`src/common/iobuf_consts.svh`:
```
`ifndef IOBUF_CONSTS_SVH
`define IOBUF_CONSTS_SVH

// Buffer geometry
`define IOBUF_DATA_WIDTH 32
`define IOBUF_ADDR_WIDTH 6
`define IOBUF_DEPTH 64

// Nested loop levels per address generator
`define IOBUF_LEVELS 4

// Instruction format
`define IOBUF_OPCODE_WIDTH 3
`define IOBUF_INSTR_WIDTH 25

// Port numbers carried in REP and DSU payloads
`define IOBUF_WRITE_PORT 2
`define IOBUF_READ_PORT 3

`endif

```
`src/common/agu_pkg.sv`:
```
`include "iobuf_consts.svh"

package agu_pkg;

  typedef logic [`IOBUF_ADDR_WIDTH-1:0] agu_addr_t;

  typedef enum logic [1:0] {
    IDLE,
    WAIT,
    DELAY,
    COUNT
  } level_state_e;

endpackage

```
`src/common/iobuf_isa_pkg.sv`:
```
`include "iobuf_consts.svh"

package iobuf_isa_pkg;

  typedef enum logic [`IOBUF_OPCODE_WIDTH-1:0] {
    REP  = 3'd0,
    REPX = 3'd1,
    DSU  = 3'd6
  } opcode_e;

  // Everything below the opcode
  typedef logic [`IOBUF_INSTR_WIDTH-`IOBUF_OPCODE_WIDTH-1:0] payload_t;

  // Loop level configuration
  typedef struct packed {
    logic [1:0] port;
    logic [1:0] level;
    logic [5:0] iter;
    logic [5:0] step;
    logic [5:0] delay;
  } rep_t;

  // Start address of a port
  typedef struct packed {
    logic [1:0]  port;
    logic [5:0]  init_addr;
    logic [13:0] unused;
  } dsu_t;

endpackage

```
`src/common/agu_cfg_if.sv`:
```
`include "iobuf_consts.svh"

interface agu_cfg_if
  import agu_pkg::*;
();

  logic                              load_initial;
  agu_addr_t                         init_addr;
  logic                              load_level;
  logic [$clog2(`IOBUF_LEVELS)-1:0]  level;
  agu_addr_t                         iter;
  agu_addr_t                         step;
  agu_addr_t                         delay;

  modport decoder (
    output load_initial, init_addr, load_level, level, iter, step, delay
  );

  modport agu (
    input load_initial, init_addr, load_level, level, iter, step, delay
  );

endinterface

```
`src/logic/instr_decoder.sv`:
```
`include "iobuf_consts.svh"

module instr_decoder
  import iobuf_isa_pkg::*;
(
  input  logic                          instr_en,
  input  logic [`IOBUF_INSTR_WIDTH-1:0] instr,
  agu_cfg_if.decoder                    wr_cfg,
  agu_cfg_if.decoder                    rd_cfg
);

  opcode_e  opcode;
  payload_t payload;
  rep_t     rep;
  dsu_t     dsu;
  logic     rep_valid;
  logic     dsu_valid;

  assign opcode  = opcode_e'(instr[`IOBUF_INSTR_WIDTH-1 -: `IOBUF_OPCODE_WIDTH]);
  assign payload = instr[`IOBUF_INSTR_WIDTH-`IOBUF_OPCODE_WIDTH-1:0];
  assign rep     = rep_t'(payload);
  assign dsu     = dsu_t'(payload);

  // REPX and unknown opcodes fall through
  assign rep_valid = instr_en && (opcode == REP);
  assign dsu_valid = instr_en && (opcode == DSU);

  // Strobes per port
  assign wr_cfg.load_level   = rep_valid && (rep.port == 2'(`IOBUF_WRITE_PORT));
  assign wr_cfg.load_initial = dsu_valid && (dsu.port == 2'(`IOBUF_WRITE_PORT));
  assign rd_cfg.load_level   = rep_valid && (rep.port == 2'(`IOBUF_READ_PORT));
  assign rd_cfg.load_initial = dsu_valid && (dsu.port == 2'(`IOBUF_READ_PORT));

  // Fields go to both sides, only the strobe selects
  assign wr_cfg.init_addr = dsu.init_addr;
  assign wr_cfg.level     = rep.level;
  assign wr_cfg.iter      = rep.iter;
  assign wr_cfg.step      = rep.step;
  assign wr_cfg.delay     = rep.delay;

  assign rd_cfg.init_addr = dsu.init_addr;
  assign rd_cfg.level     = rep.level;
  assign rd_cfg.iter      = rep.iter;
  assign rd_cfg.step      = rep.step;
  assign rd_cfg.delay     = rep.delay;

endmodule

```
`src/agu/agu_level.sv`:
```
`include "iobuf_consts.svh"

module agu_level
  import agu_pkg::*;
(
  input  logic      clk,
  input  logic      rst_n,
  input  logic      activate,
  input  logic      load,
  input  agu_addr_t iter,
  input  agu_addr_t step,
  input  agu_addr_t delay,
  input  logic      lower_finish,
  input  logic      higher_finish,
  input  logic      higher_restart,
  output logic      counting,
  output logic      finish,
  output logic      lower_restart,
  output agu_addr_t addr
);

  level_state_e state;
  level_state_e state_next;
  agu_addr_t    iter_q;
  agu_addr_t    step_q;
  agu_addr_t    delay_q;
  agu_addr_t    iter_cnt;
  agu_addr_t    iter_cnt_next;
  agu_addr_t    delay_cnt;
  agu_addr_t    delay_cnt_next;
  agu_addr_t    addr_next;

  always_ff @(posedge clk or negedge rst_n) begin
    if (!rst_n) begin
      iter_q  <= '0;
      step_q  <= '0;
      delay_q <= '0;
    end else if (load) begin
      iter_q  <= iter;
      step_q  <= step;
      delay_q <= delay;
    end
  end

  always_ff @(posedge clk or negedge rst_n) begin
    if (!rst_n) begin
      state     <= IDLE;
      addr      <= '0;
      iter_cnt  <= '0;
      delay_cnt <= '0;
    end else begin
      state     <= state_next;
      addr      <= addr_next;
      iter_cnt  <= iter_cnt_next;
      delay_cnt <= delay_cnt_next;
    end
  end

  // Last step taken and everything below is done
  assign finish   = lower_finish && (iter_cnt == iter_q);
  assign counting = (state == COUNT);

  always_comb begin
    state_next     = state;
    addr_next      = addr;
    iter_cnt_next  = iter_cnt;
    delay_cnt_next = delay_cnt;
    lower_restart  = 1'b0;

    case (state)
      IDLE: begin
        addr_next      = '0;
        iter_cnt_next  = '0;
        delay_cnt_next = '0;
        if (activate) begin
          state_next = COUNT;
        end
      end

      COUNT, WAIT: begin
        if (!lower_finish) begin
          state_next     = WAIT;
          delay_cnt_next = '0;
        end else if (finish && higher_finish) begin
          // Whole nest done
          state_next    = IDLE;
          addr_next     = '0;
          iter_cnt_next = '0;
        end else if (finish) begin
          // Wrap once the level above steps
          if (higher_restart) begin
            state_next    = COUNT;
            addr_next     = '0;
            iter_cnt_next = '0;
            lower_restart = 1'b1;
          end else begin
            state_next = WAIT;
          end
        end else if (delay_q != '0) begin
          state_next = DELAY;
        end else begin
          state_next    = COUNT;
          addr_next     = addr + step_q;
          iter_cnt_next = iter_cnt + 1'b1;
          lower_restart = 1'b1;
        end
      end

      DELAY: begin
        delay_cnt_next = delay_cnt + 1'b1;
        if (agu_addr_t'(delay_cnt + 1'b1) == delay_q) begin
          state_next     = COUNT;
          addr_next      = addr + step_q;
          iter_cnt_next  = iter_cnt + 1'b1;
          delay_cnt_next = '0;
          lower_restart  = 1'b1;
        end
      end

      default: begin
        state_next = IDLE;
      end
    endcase
  end

endmodule

```
`src/agu/agu.sv`:
```
`include "iobuf_consts.svh"

module agu
  import agu_pkg::*;
(
  input  logic      clk,
  input  logic      rst_n,
  input  logic      activate,
  agu_cfg_if.agu    cfg,
  output logic      addr_valid,
  output agu_addr_t addr
);

  localparam int LEVELS = `IOBUF_LEVELS;

  agu_addr_t             init_addr_q;
  agu_addr_t             base_addr;
  logic [LEVELS-1:0]     level_load;
  logic [LEVELS-1:0]     counting;
  logic [LEVELS:0]       finish;
  logic [LEVELS:0]       restart;
  agu_addr_t             level_addr [LEVELS];

  always_ff @(posedge clk or negedge rst_n) begin
    if (!rst_n) begin
      init_addr_q <= '0;
      base_addr   <= '0;
    end else begin
      if (cfg.load_initial) begin
        init_addr_q <= cfg.init_addr;
      end
      if (activate) begin
        base_addr <= init_addr_q;
      end
    end
  end

  always_comb begin
    level_load = '0;
    if (cfg.load_level) begin
      level_load[cfg.level] = 1'b1;
    end
  end

  // Chain ends count as always done
  assign finish[0]       = 1'b1;
  assign restart[LEVELS] = 1'b1;

  // Top finish means every level sits on its last step
  for (genvar i = 0; i < LEVELS; i++) begin : g_level
    agu_level i_agu_level (
      .clk            (clk),
      .rst_n          (rst_n),
      .activate       (activate),
      .load           (level_load[i]),
      .iter           (cfg.iter),
      .step           (cfg.step),
      .delay          (cfg.delay),
      .lower_finish   (finish[i]),
      .higher_finish  (finish[LEVELS]),
      .higher_restart (restart[i+1]),
      .counting       (counting[i]),
      .finish         (finish[i+1]),
      .lower_restart  (restart[i]),
      .addr           (level_addr[i])
    );
  end

  // Sum wraps at the buffer depth
  always_comb begin
    addr = base_addr;
    for (int i = 0; i < LEVELS; i++) begin
      addr = addr + level_addr[i];
    end
  end

  assign addr_valid = |counting;

endmodule

```
`src/logic/sram_buffer.sv`:
```
`include "iobuf_consts.svh"

module sram_buffer
  import agu_pkg::*;
(
  input  logic                         clk,
  input  logic                         rst_n,
  input  logic                         wr_en,
  input  agu_addr_t                    wr_addr,
  input  logic [`IOBUF_DATA_WIDTH-1:0] wr_data,
  input  logic                         rd_en,
  input  agu_addr_t                    rd_addr,
  output logic [`IOBUF_DATA_WIDTH-1:0] rd_data,
  output logic                         rd_valid
);

  logic [`IOBUF_DATA_WIDTH-1:0] mem [`IOBUF_DEPTH];
  logic [`IOBUF_DATA_WIDTH-1:0] rd_word;

  always_ff @(posedge clk) begin
    if (wr_en) begin
      mem[wr_addr] <= wr_data;
    end
    // Same-address read sees the old word
    if (rd_en) begin
      rd_word <= mem[rd_addr];
    end
  end

  always_ff @(posedge clk or negedge rst_n) begin
    if (!rst_n) begin
      rd_valid <= 1'b0;
    end else begin
      rd_valid <= rd_en;
    end
  end

  assign rd_data = rd_valid ? rd_word : '0;

endmodule

```
`src/logic/iobuf_top.sv`:
```
`include "iobuf_consts.svh"

module iobuf_top
  import agu_pkg::*;
(
  input  logic                          clk,
  input  logic                          rst_n,
  input  logic                          instr_en,
  input  logic [`IOBUF_INSTR_WIDTH-1:0] instr,
  input  logic                          activate_write,
  input  logic                          activate_read,
  input  logic [`IOBUF_DATA_WIDTH-1:0]  data_in,
  output logic [`IOBUF_DATA_WIDTH-1:0]  data_out,
  output logic                          data_out_valid
);

  logic      wr_addr_valid;
  agu_addr_t wr_addr;
  logic      rd_addr_valid;
  agu_addr_t rd_addr;

  agu_cfg_if wr_cfg ();
  agu_cfg_if rd_cfg ();

  instr_decoder i_instr_decoder (
    .instr_en (instr_en),
    .instr    (instr),
    .wr_cfg   (wr_cfg.decoder),
    .rd_cfg   (rd_cfg.decoder)
  );

  // Write side
  agu i_wr_agu (
    .clk        (clk),
    .rst_n      (rst_n),
    .activate   (activate_write),
    .cfg        (wr_cfg.agu),
    .addr_valid (wr_addr_valid),
    .addr       (wr_addr)
  );

  // Read side
  agu i_rd_agu (
    .clk        (clk),
    .rst_n      (rst_n),
    .activate   (activate_read),
    .cfg        (rd_cfg.agu),
    .addr_valid (rd_addr_valid),
    .addr       (rd_addr)
  );

  sram_buffer i_sram_buffer (
    .clk      (clk),
    .rst_n    (rst_n),
    .wr_en    (wr_addr_valid),
    .wr_addr  (wr_addr),
    .wr_data  (data_in),
    .rd_en    (rd_addr_valid),
    .rd_addr  (rd_addr),
    .rd_data  (data_out),
    .rd_valid (data_out_valid)
  );

endmodule

```
`config.mk`:
```
export PLATFORM = sky130hd
export DESIGN_NAME = iobuf_top
export DESIGN_NICKNAME = d
export VERILOG_FILES = /design/src/common/agu_pkg.sv /design/src/common/iobuf_isa_pkg.sv /design/src/common/agu_cfg_if.sv /design/src/logic/instr_decoder.sv /design/src/agu/agu_level.sv /design/src/agu/agu.sv /design/src/logic/sram_buffer.sv /design/src/logic/iobuf_top.sv
export VERILOG_INCLUDE_DIRS = /design/src /design/src/common
export SDC_FILE = /design/constraint.sdc
export NUM_CORES = 2
export LEC_CHECK = 0
export BUFFER_PORTS_ARGS = -buffer_cell sky130_fd_sc_hd__buf_2
export CORE_ASPECT_RATIO = 1.4
export CORE_UTILIZATION = 49
export DETAILED_ROUTE_END_ITERATION = 10
export GPL_TIMING_DRIVEN = 0
export HOLD_SLACK_MARGIN = 0.1
export SYNTH_ARGS = -nofsm -noshare
export SYNTH_HDL_FRONTEND = slang
export SYNTH_SLANG_ARGS = --single-unit
```
`constraint.sdc`:
```
create_clock -name clk -period 9.45 [get_ports clk]
set_input_delay 2.835 -clock clk [delete_from_list [all_inputs] [get_ports clk]]
set_output_delay 2.835 -clock clk [all_outputs]
set_load 0.05 [all_outputs]
```
# After elaboration in Yosys (flattened, before gate mapping)
# Memory sizes are Yosys's and may differ from the RTL's. A register that Yosys moved wholly into a read port is not among the register bits.
# Cells that the tools add are included.
# W data, S select, Z words.
[op_classes]
add_sub_neg = 32
magnitude_cmp = 2
eq_ne = 85
mux = 213
n_reduce_logical = 62
[ops]
columns = ["op", "n"]
rows = [
  ["$mux W6", 92],
  ["$pmux W6 S3", 22],
  ["$add A6 B1 Y6 const B", 16],
  ["$add A6 B6 Y6", 16],
  ["$eq A6 B6 Y1", 16],
  ["$mux W2", 36],
  ["$ne A4 B4 Y1 const B", 12],
  ["$pmux W2 S3", 8],
  ["$reduce_bool A6 Y1", 8],
  ["$ne A2 B2 Y1 const B", 22],
  ["$mux W1", 43],
  ["$eq A2 B2 Y1 const B", 18],
  ["$mux W32", 1],
  ["$pmux W6 S2", 2],
  ["$logic_and A1 B1 Y1", 19],
  ["$eq A2 B1 Y1 const B", 8],
  ["$logic_not A2 Y1", 8],
  ["$reduce_and A2 Y1", 8],
  ["$reduce_and A4 Y1", 4],
  ["$reduce_or A2 Y1", 8],
  ["$ne A2 B1 Y1 const B", 6],
  ["$pmux W1 S2", 6],
  ["$reduce_and A3 Y1", 4],
  ["$mux W4", 2],
  ["7 further kinds", 9],
]
[word_totals]
ff_bits = 329
ramBits = 2048
in_bits = 62
out_inout_bits = 33
word_cells = 456
mem_count = 1
[mem_list]
columns = ["memory", "words", "word_bits", "rd", "rd_clocked_by_memory_dff", "wr", "line_no", "rtl"]
rows = [
  ["i_sram_buffer.mem", 64, 32, 1, 1, 1, "sram_buffer.sv:17", "logic [`IOBUF_DATA_WIDTH-1:0] mem [`IOBUF_DEPTH];"],
]

# Depth between registers and ports, before layout
[logic_depth]
depth_word = 21
mapped_depth = 15
ltp_nobuf = 13

# Modules after synthesis
# From an unflattened synthesis, not the netlist that was laid out.
[unflattened]
cells_unflattened = 5216
area_unflattened_um2 = 99093.8
[modules_own_cells]
columns = ["module", "instances", "cells_per_inst", "area_per_inst_um2", "seq_area_each_um2"]
rows = [
  ["sram_buffer", 1, 3412, 79319.8, 62484.9],
  ["agu_level (i_rd_agu.g_level[0].i_agu_level ...)", 3, 195, 2165.8, 950.9],
  ["agu_level (i_rd_agu.g_level[3].i_agu_level ...)", 2, 191, 2130.8, 950.9],
  ["agu_level (i_wr_agu.g_level[3].i_agu_level)", 1, 193, 2177.1, 950.9],
  ["agu_level (i_wr_agu.g_level[0].i_agu_level)", 1, 192, 2169.6, 950.9],
  ["agu_level (i_wr_agu.g_level[2].i_agu_level)", 1, 191, 2097.0, 950.9],
  ["agu (i_wr_agu)", 1, 109, 1084.8, 300.3],
  ["agu (i_rd_agu)", 1, 93, 1039.7, 300.3],
  ["instr_decoder", 1, 59, 446.7, 0.0],
]

# Least setup slack after synthesis
# No wires, ideal clock.
[synth_path]
kind = "register to register"
start = "register i_wr_agu.g_level[3].i_agu_level.addr[1]"
end = "memory i_sram_buffer.mem[0][0] (netlist name) (enable)"
setup_time_ns = 0.421
arrival_ns = 4.940
required_ns = 9.029
setup_slack_ns = 4.089
stages_incl_launch_ff = 13
n_path_buf = 0
synth_period_minus_slack_ns = 5.361
path_cell_list = "dfrtp_1 -> fa_1 -> fa_1 -> inv_1 -> fa_1 -> inv_1 -> ha_1 -> fa_1 -> a21o_1 -> a21oi_1 -> xor2_1 -> nand2_1 -> nor2_1"
[synth_between]
elab_chain_cells = 1
[synth_rtl]
columns = ["item", "line_no", "rtl"]
rows = [
  ["start, declared", "agu_level.sv:19", "output agu_addr_t addr"],
  ["start signal, assigned", "agu_level.sv:53", "addr <= addr_next;"],
  ["$add A6 B6 Y6", "agu.sv:73", "addr = addr + level_addr[i];"],
  ["end, declared", "sram_buffer.sv:17", ""],
]
# No other way between the ends.

# Worst setup path after layout
[layout_path]
start = "register i_rd_agu.g_level[3].i_agu_level.addr[1]"
end = "register i_sram_buffer.rd_word[21] (read register of i_sram_buffer.mem), data pin"
[layout_between]
elab_chain_cells = 1
[layout_rtl]
columns = ["item", "line_no", "rtl"]
rows = [
  ["start, declared", "agu_level.sv:19", ""],
  ["start signal, assigned", "agu_level.sv:53", ""],
  ["$add A6 B6 Y6", "agu.sv:73", ""],
  ["end, declared", "sram_buffer.sv:18", "logic [`IOBUF_DATA_WIDTH-1:0] rd_word;"],
]
# No other way between the ends.
# A chain may end at the register's enable or synchronous reset.

==> metrics.md <==
| Metric | Value |
|---|---|
| CTS tree | `done` |
| CP max stage cell | `clkbuf_1` |
| Post-route cell area | `110400 µm²` |
| Most common cell in the netlist | `edfxtp_1` |
| Antenna viol nets, final | `0` |
| Tcrit/Tclk final | `0.7573` |
| Register area share after synthesis | `0.7277` |
| Final setup fails | `0` |
| Filler cells | `15010` |
| HPWL Detailed | `175800 µm` |
| HP Class | `reg -> reg` |
| I/O Buffers | `88` |
| Yosys reg bits | `2409` |
| Yosys Warn Count | `0` |
| Core Box Area | `197300 µm²` |
| Post-synth top area cell | `edfxtp_1` |
| Total of max-cap violations | `1` |
| Final min period | `7157 ps` |
| Worst-path clk slew | `60 ps` |
| Crit path max-delay family | `buffers and inverters` |
| Ys flop type | `edfxtp_1` |
| Pins Over Slew Limit | `10` |
| CTS H-tree lvls | `4` |
| Max stage delay on crit path | `1110 ps` |
| First-pass GRT wire length | `374000 µm` |
| CP Cell Sequence | `fa_1, fa_1, inv_1, fa_1, inv_1, ha_1, fa_1, clkbuf_1, buf_1, buf_8, clkbuf_1, mux4_2, mux2_2, nand2_1, o21ai_0` |
| Synthesized netlist cell count | `4780` |
| Layout Nets | `5353` |
| GP Congestion | `0.8285` |
| GRT overflow | `0` |
| Hold_buf cts | `0` |
| Synth unique cells | `83` |
| Area contributors post-synth | `edfxtp_1 (64%), mux4_2 (15%), dfrtp_1 (8.5%)` |
| Placement Rows | `193` |
| Cts bufs inserted | `232` |
| Synthesis-to-layout area growth | `13.69%` |
| Drc violations | `0` |
| Synth cell count leaders | `edfxtp_1 (2080), mux4_2 (641), dfrtp_1 (329)` |
| Critical path class | `reg -> reg` |
| GRT Overall Usage | `0.2682` |
| Die Y | `528.9 µm` |
| Vias per cell | `6.137` |
| Post-CTS Setup Inserts | `0` |
| Worst-margin pin slew | `1500 ps` |
| Routed wire per std cell | `33.06 µm` |
| Failing checks | `max-capacitance violations, max-slew violations` |
| Critical Path RT | `10020 ps` |
| Critical path fanouts, max | `10` |
| Clk sink count | `2409` |
| Clock skew | `50.94 ps` |
| Clock latency on the worst-skew pair | `890 ps` |
| Fin. Hold Viols | `0` |
| CP arrival | `7730 ps` |
| Syn_area_per_cell | `20.32 µm²` |
| Via Count | `49120` |
| Pin count of the biggest net entering global routing | `104` |
| FMAX | `0.1397 GHz` |
| Initial DRC count | `4728` |
| RSZ-0062 raised after global routing | `false` |
| Layout cells sized above 1 | `0.2703` |
| Placed Area | `103200 µm²` |
| Yosys top cell area share | `0.6429` |
| Slew headroom | `-0.0001841` |
| Clock buffer depth | `4` |
| Crit start category | `flip-flop` |
| Syn_nets | `4946` |
| Ports | `95` |
| Post-cts gate resize count | `0` |
| Clock root cell | `clkbuf_16` |
| Starting Density | `0.4924` |
| CP endpoint kind | `flip-flop` |
| Die footprint | `200100 µm²` |
| Netlist Area Pre-Place | `97150 µm²` |
| Post-synth EDFFs | `2080` |
| Vias in the first global route | `50670` |
| DR pass1 iterations | `5` |
| Initial antenna violation count | `13` |
| Synth async-reset ratio | `0.1366` |
| Die width | `378.3 µm` |
| Worst Path Buf+Inv | `6` |
| Final wirelength | `264600 µm` |
| Crit-path most repeated cell | `fa_1` |
| Status | `complete, but fails checks` |
## per-stage QoR
step	setup slack, ps	hold slack, ps	cells	setup TNS, ps	util
2_1_floorplan	4089	447.6	4780	0	-
3_5_place_dp	2328	477.7	7585	0	0.5233
6_report	2293	488.4	8004	0	0.5598
5_1_grt	2124	500.5	8001	0	0.5598
4_1_cts	2332	492.8	8000	0	0.5597
3_3_place_gp	-1050	466.8	7500	-320980	0.5113
## worst reg2reg max path: cells and delay by family, from the launching register on
family / cells / cell delay (ps)
buf+inv: 6 / 2930
compound gates: 1 / 210
mux: 2 / 690
flops: 1 / 470
fa+ha+maj: 5 / 2330
simple gates: 1 / 210
## metal layers
metal  share of wire  global-route usage  vias to the layer above
met3           0.058             0.03701                      521
li1                -                   -                    20340
met5        0.000098                   0                        -
met1            0.36              0.3198                    26520
met4           0.045              0.1079                        4
met2            0.54              0.4868                     1741
## path summary, 6_finish.rpt
| path | start | endpoint | slack, ps | cells past startpoint |
|---|---|---|---|---|
| worst max-delay path | i_rd_agu.g_level[3].i_agu_level.addr[1]$_DFFE_PN0P_ | i_sram_buffer.rd_word[21]$_DFFE_PP_ | 2290 | 15 |
| max in group asynchronous | rst_n | i_wr_agu.g_level[1].i_agu_level.addr[0]$_DFFE_PN0P_ | 5860 | 4 |
| worst min register to register | i_wr_agu.init_addr_q[1]$_DFFE_PN0P_ | i_wr_agu.base_addr[1]$_DFFE_PN0P_ | 490 | 2 |
| worst max register to register | i_rd_agu.g_level[3].i_agu_level.addr[1]$_DFFE_PN0P_ | i_sram_buffer.rd_word[21]$_DFFE_PP_ | 2290 | 15 |
| min in group asynchronous | rst_n | i_rd_agu.g_level[2].i_agu_level.delay_q[4]$_DFFE_PN0P_ | 1880 | 1 |
| worst min-delay path | i_wr_agu.init_addr_q[1]$_DFFE_PN0P_ | i_wr_agu.base_addr[1]$_DFFE_PN0P_ | 490 | 2 |
## placed cells by master, fill, tap and decap left out, drive strengths merged, types with 68 or more instances in the layout
master / instances
xnor2: 116
dfrtp: 329
ha: 68
o21ai: 148
edfxtp: 2080
nor2: 151
clkbuf: 434
buf: 245
clkinv: 103
mux2: 195
mux4: 641
nand2: 158
## cell families after synthesis
family          count (synthesis)  share of synthesized area
flops                        2409                     0.7277
mux                           870                     0.1747
simple gates                  570                    0.02866
compound gates                387                    0.02604
buf+inv                       261                    0.01048
xor+xnor                      179                    0.01628
fa+ha+maj                     104                    0.01618
## state kept, by name, summed over array words and instances, names as in the netlist, 6 cells and up
name and flops:
i_wr_agu.g_level.i_agu_level.delay_q 24, i_rd_agu.base_addr 6, i_wr_agu.g_level.i_agu_level.state 8, i_rd_agu.init_addr_q 6, i_wr_agu.g_level.i_agu_level.iter_cnt 24, i_sram_buffer.mem 2048
i_rd_agu.g_level.i_agu_level.delay_cnt 24, i_rd_agu.g_level.i_agu_level.step_q 24, i_wr_agu.base_addr 6, i_rd_agu.g_level.i_agu_level.iter_q 24, i_rd_agu.g_level.i_agu_level.delay_q 24, i_wr_agu.g_level.i_agu_level.step_q 24
i_wr_agu.g_level.i_agu_level.delay_cnt 24, i_rd_agu.g_level.i_agu_level.state 8, i_wr_agu.init_addr_q 6, i_wr_agu.g_level.i_agu_level.addr 24, i_rd_agu.g_level.i_agu_level.iter_cnt 24, i_rd_agu.g_level.i_agu_level.addr 24
i_sram_buffer.rd_word 32, i_wr_agu.g_level.i_agu_level.iter_q 24
## layout make-up
class	count	area, µm²	area share
Buffer	215	857.1	0.007760
Inverter	46	172.7	0.001563
Clock inverter	124	1023	0.009267
Timing Repair Buffer	173	2302	0.02084
Clock buffer	291	6161	0.05578
Multi-Input combinational cell	2110	25930	0.2348
Tap cell	2632	3293	0.02982
Antenna cell	4	10.01	0.00009063
Sequential cell	2409	70690	0.6401
Power is left out: the tool's default activity adds up to more than one toggle a clock period on the data nets, which glitch-free logic cannot reach.
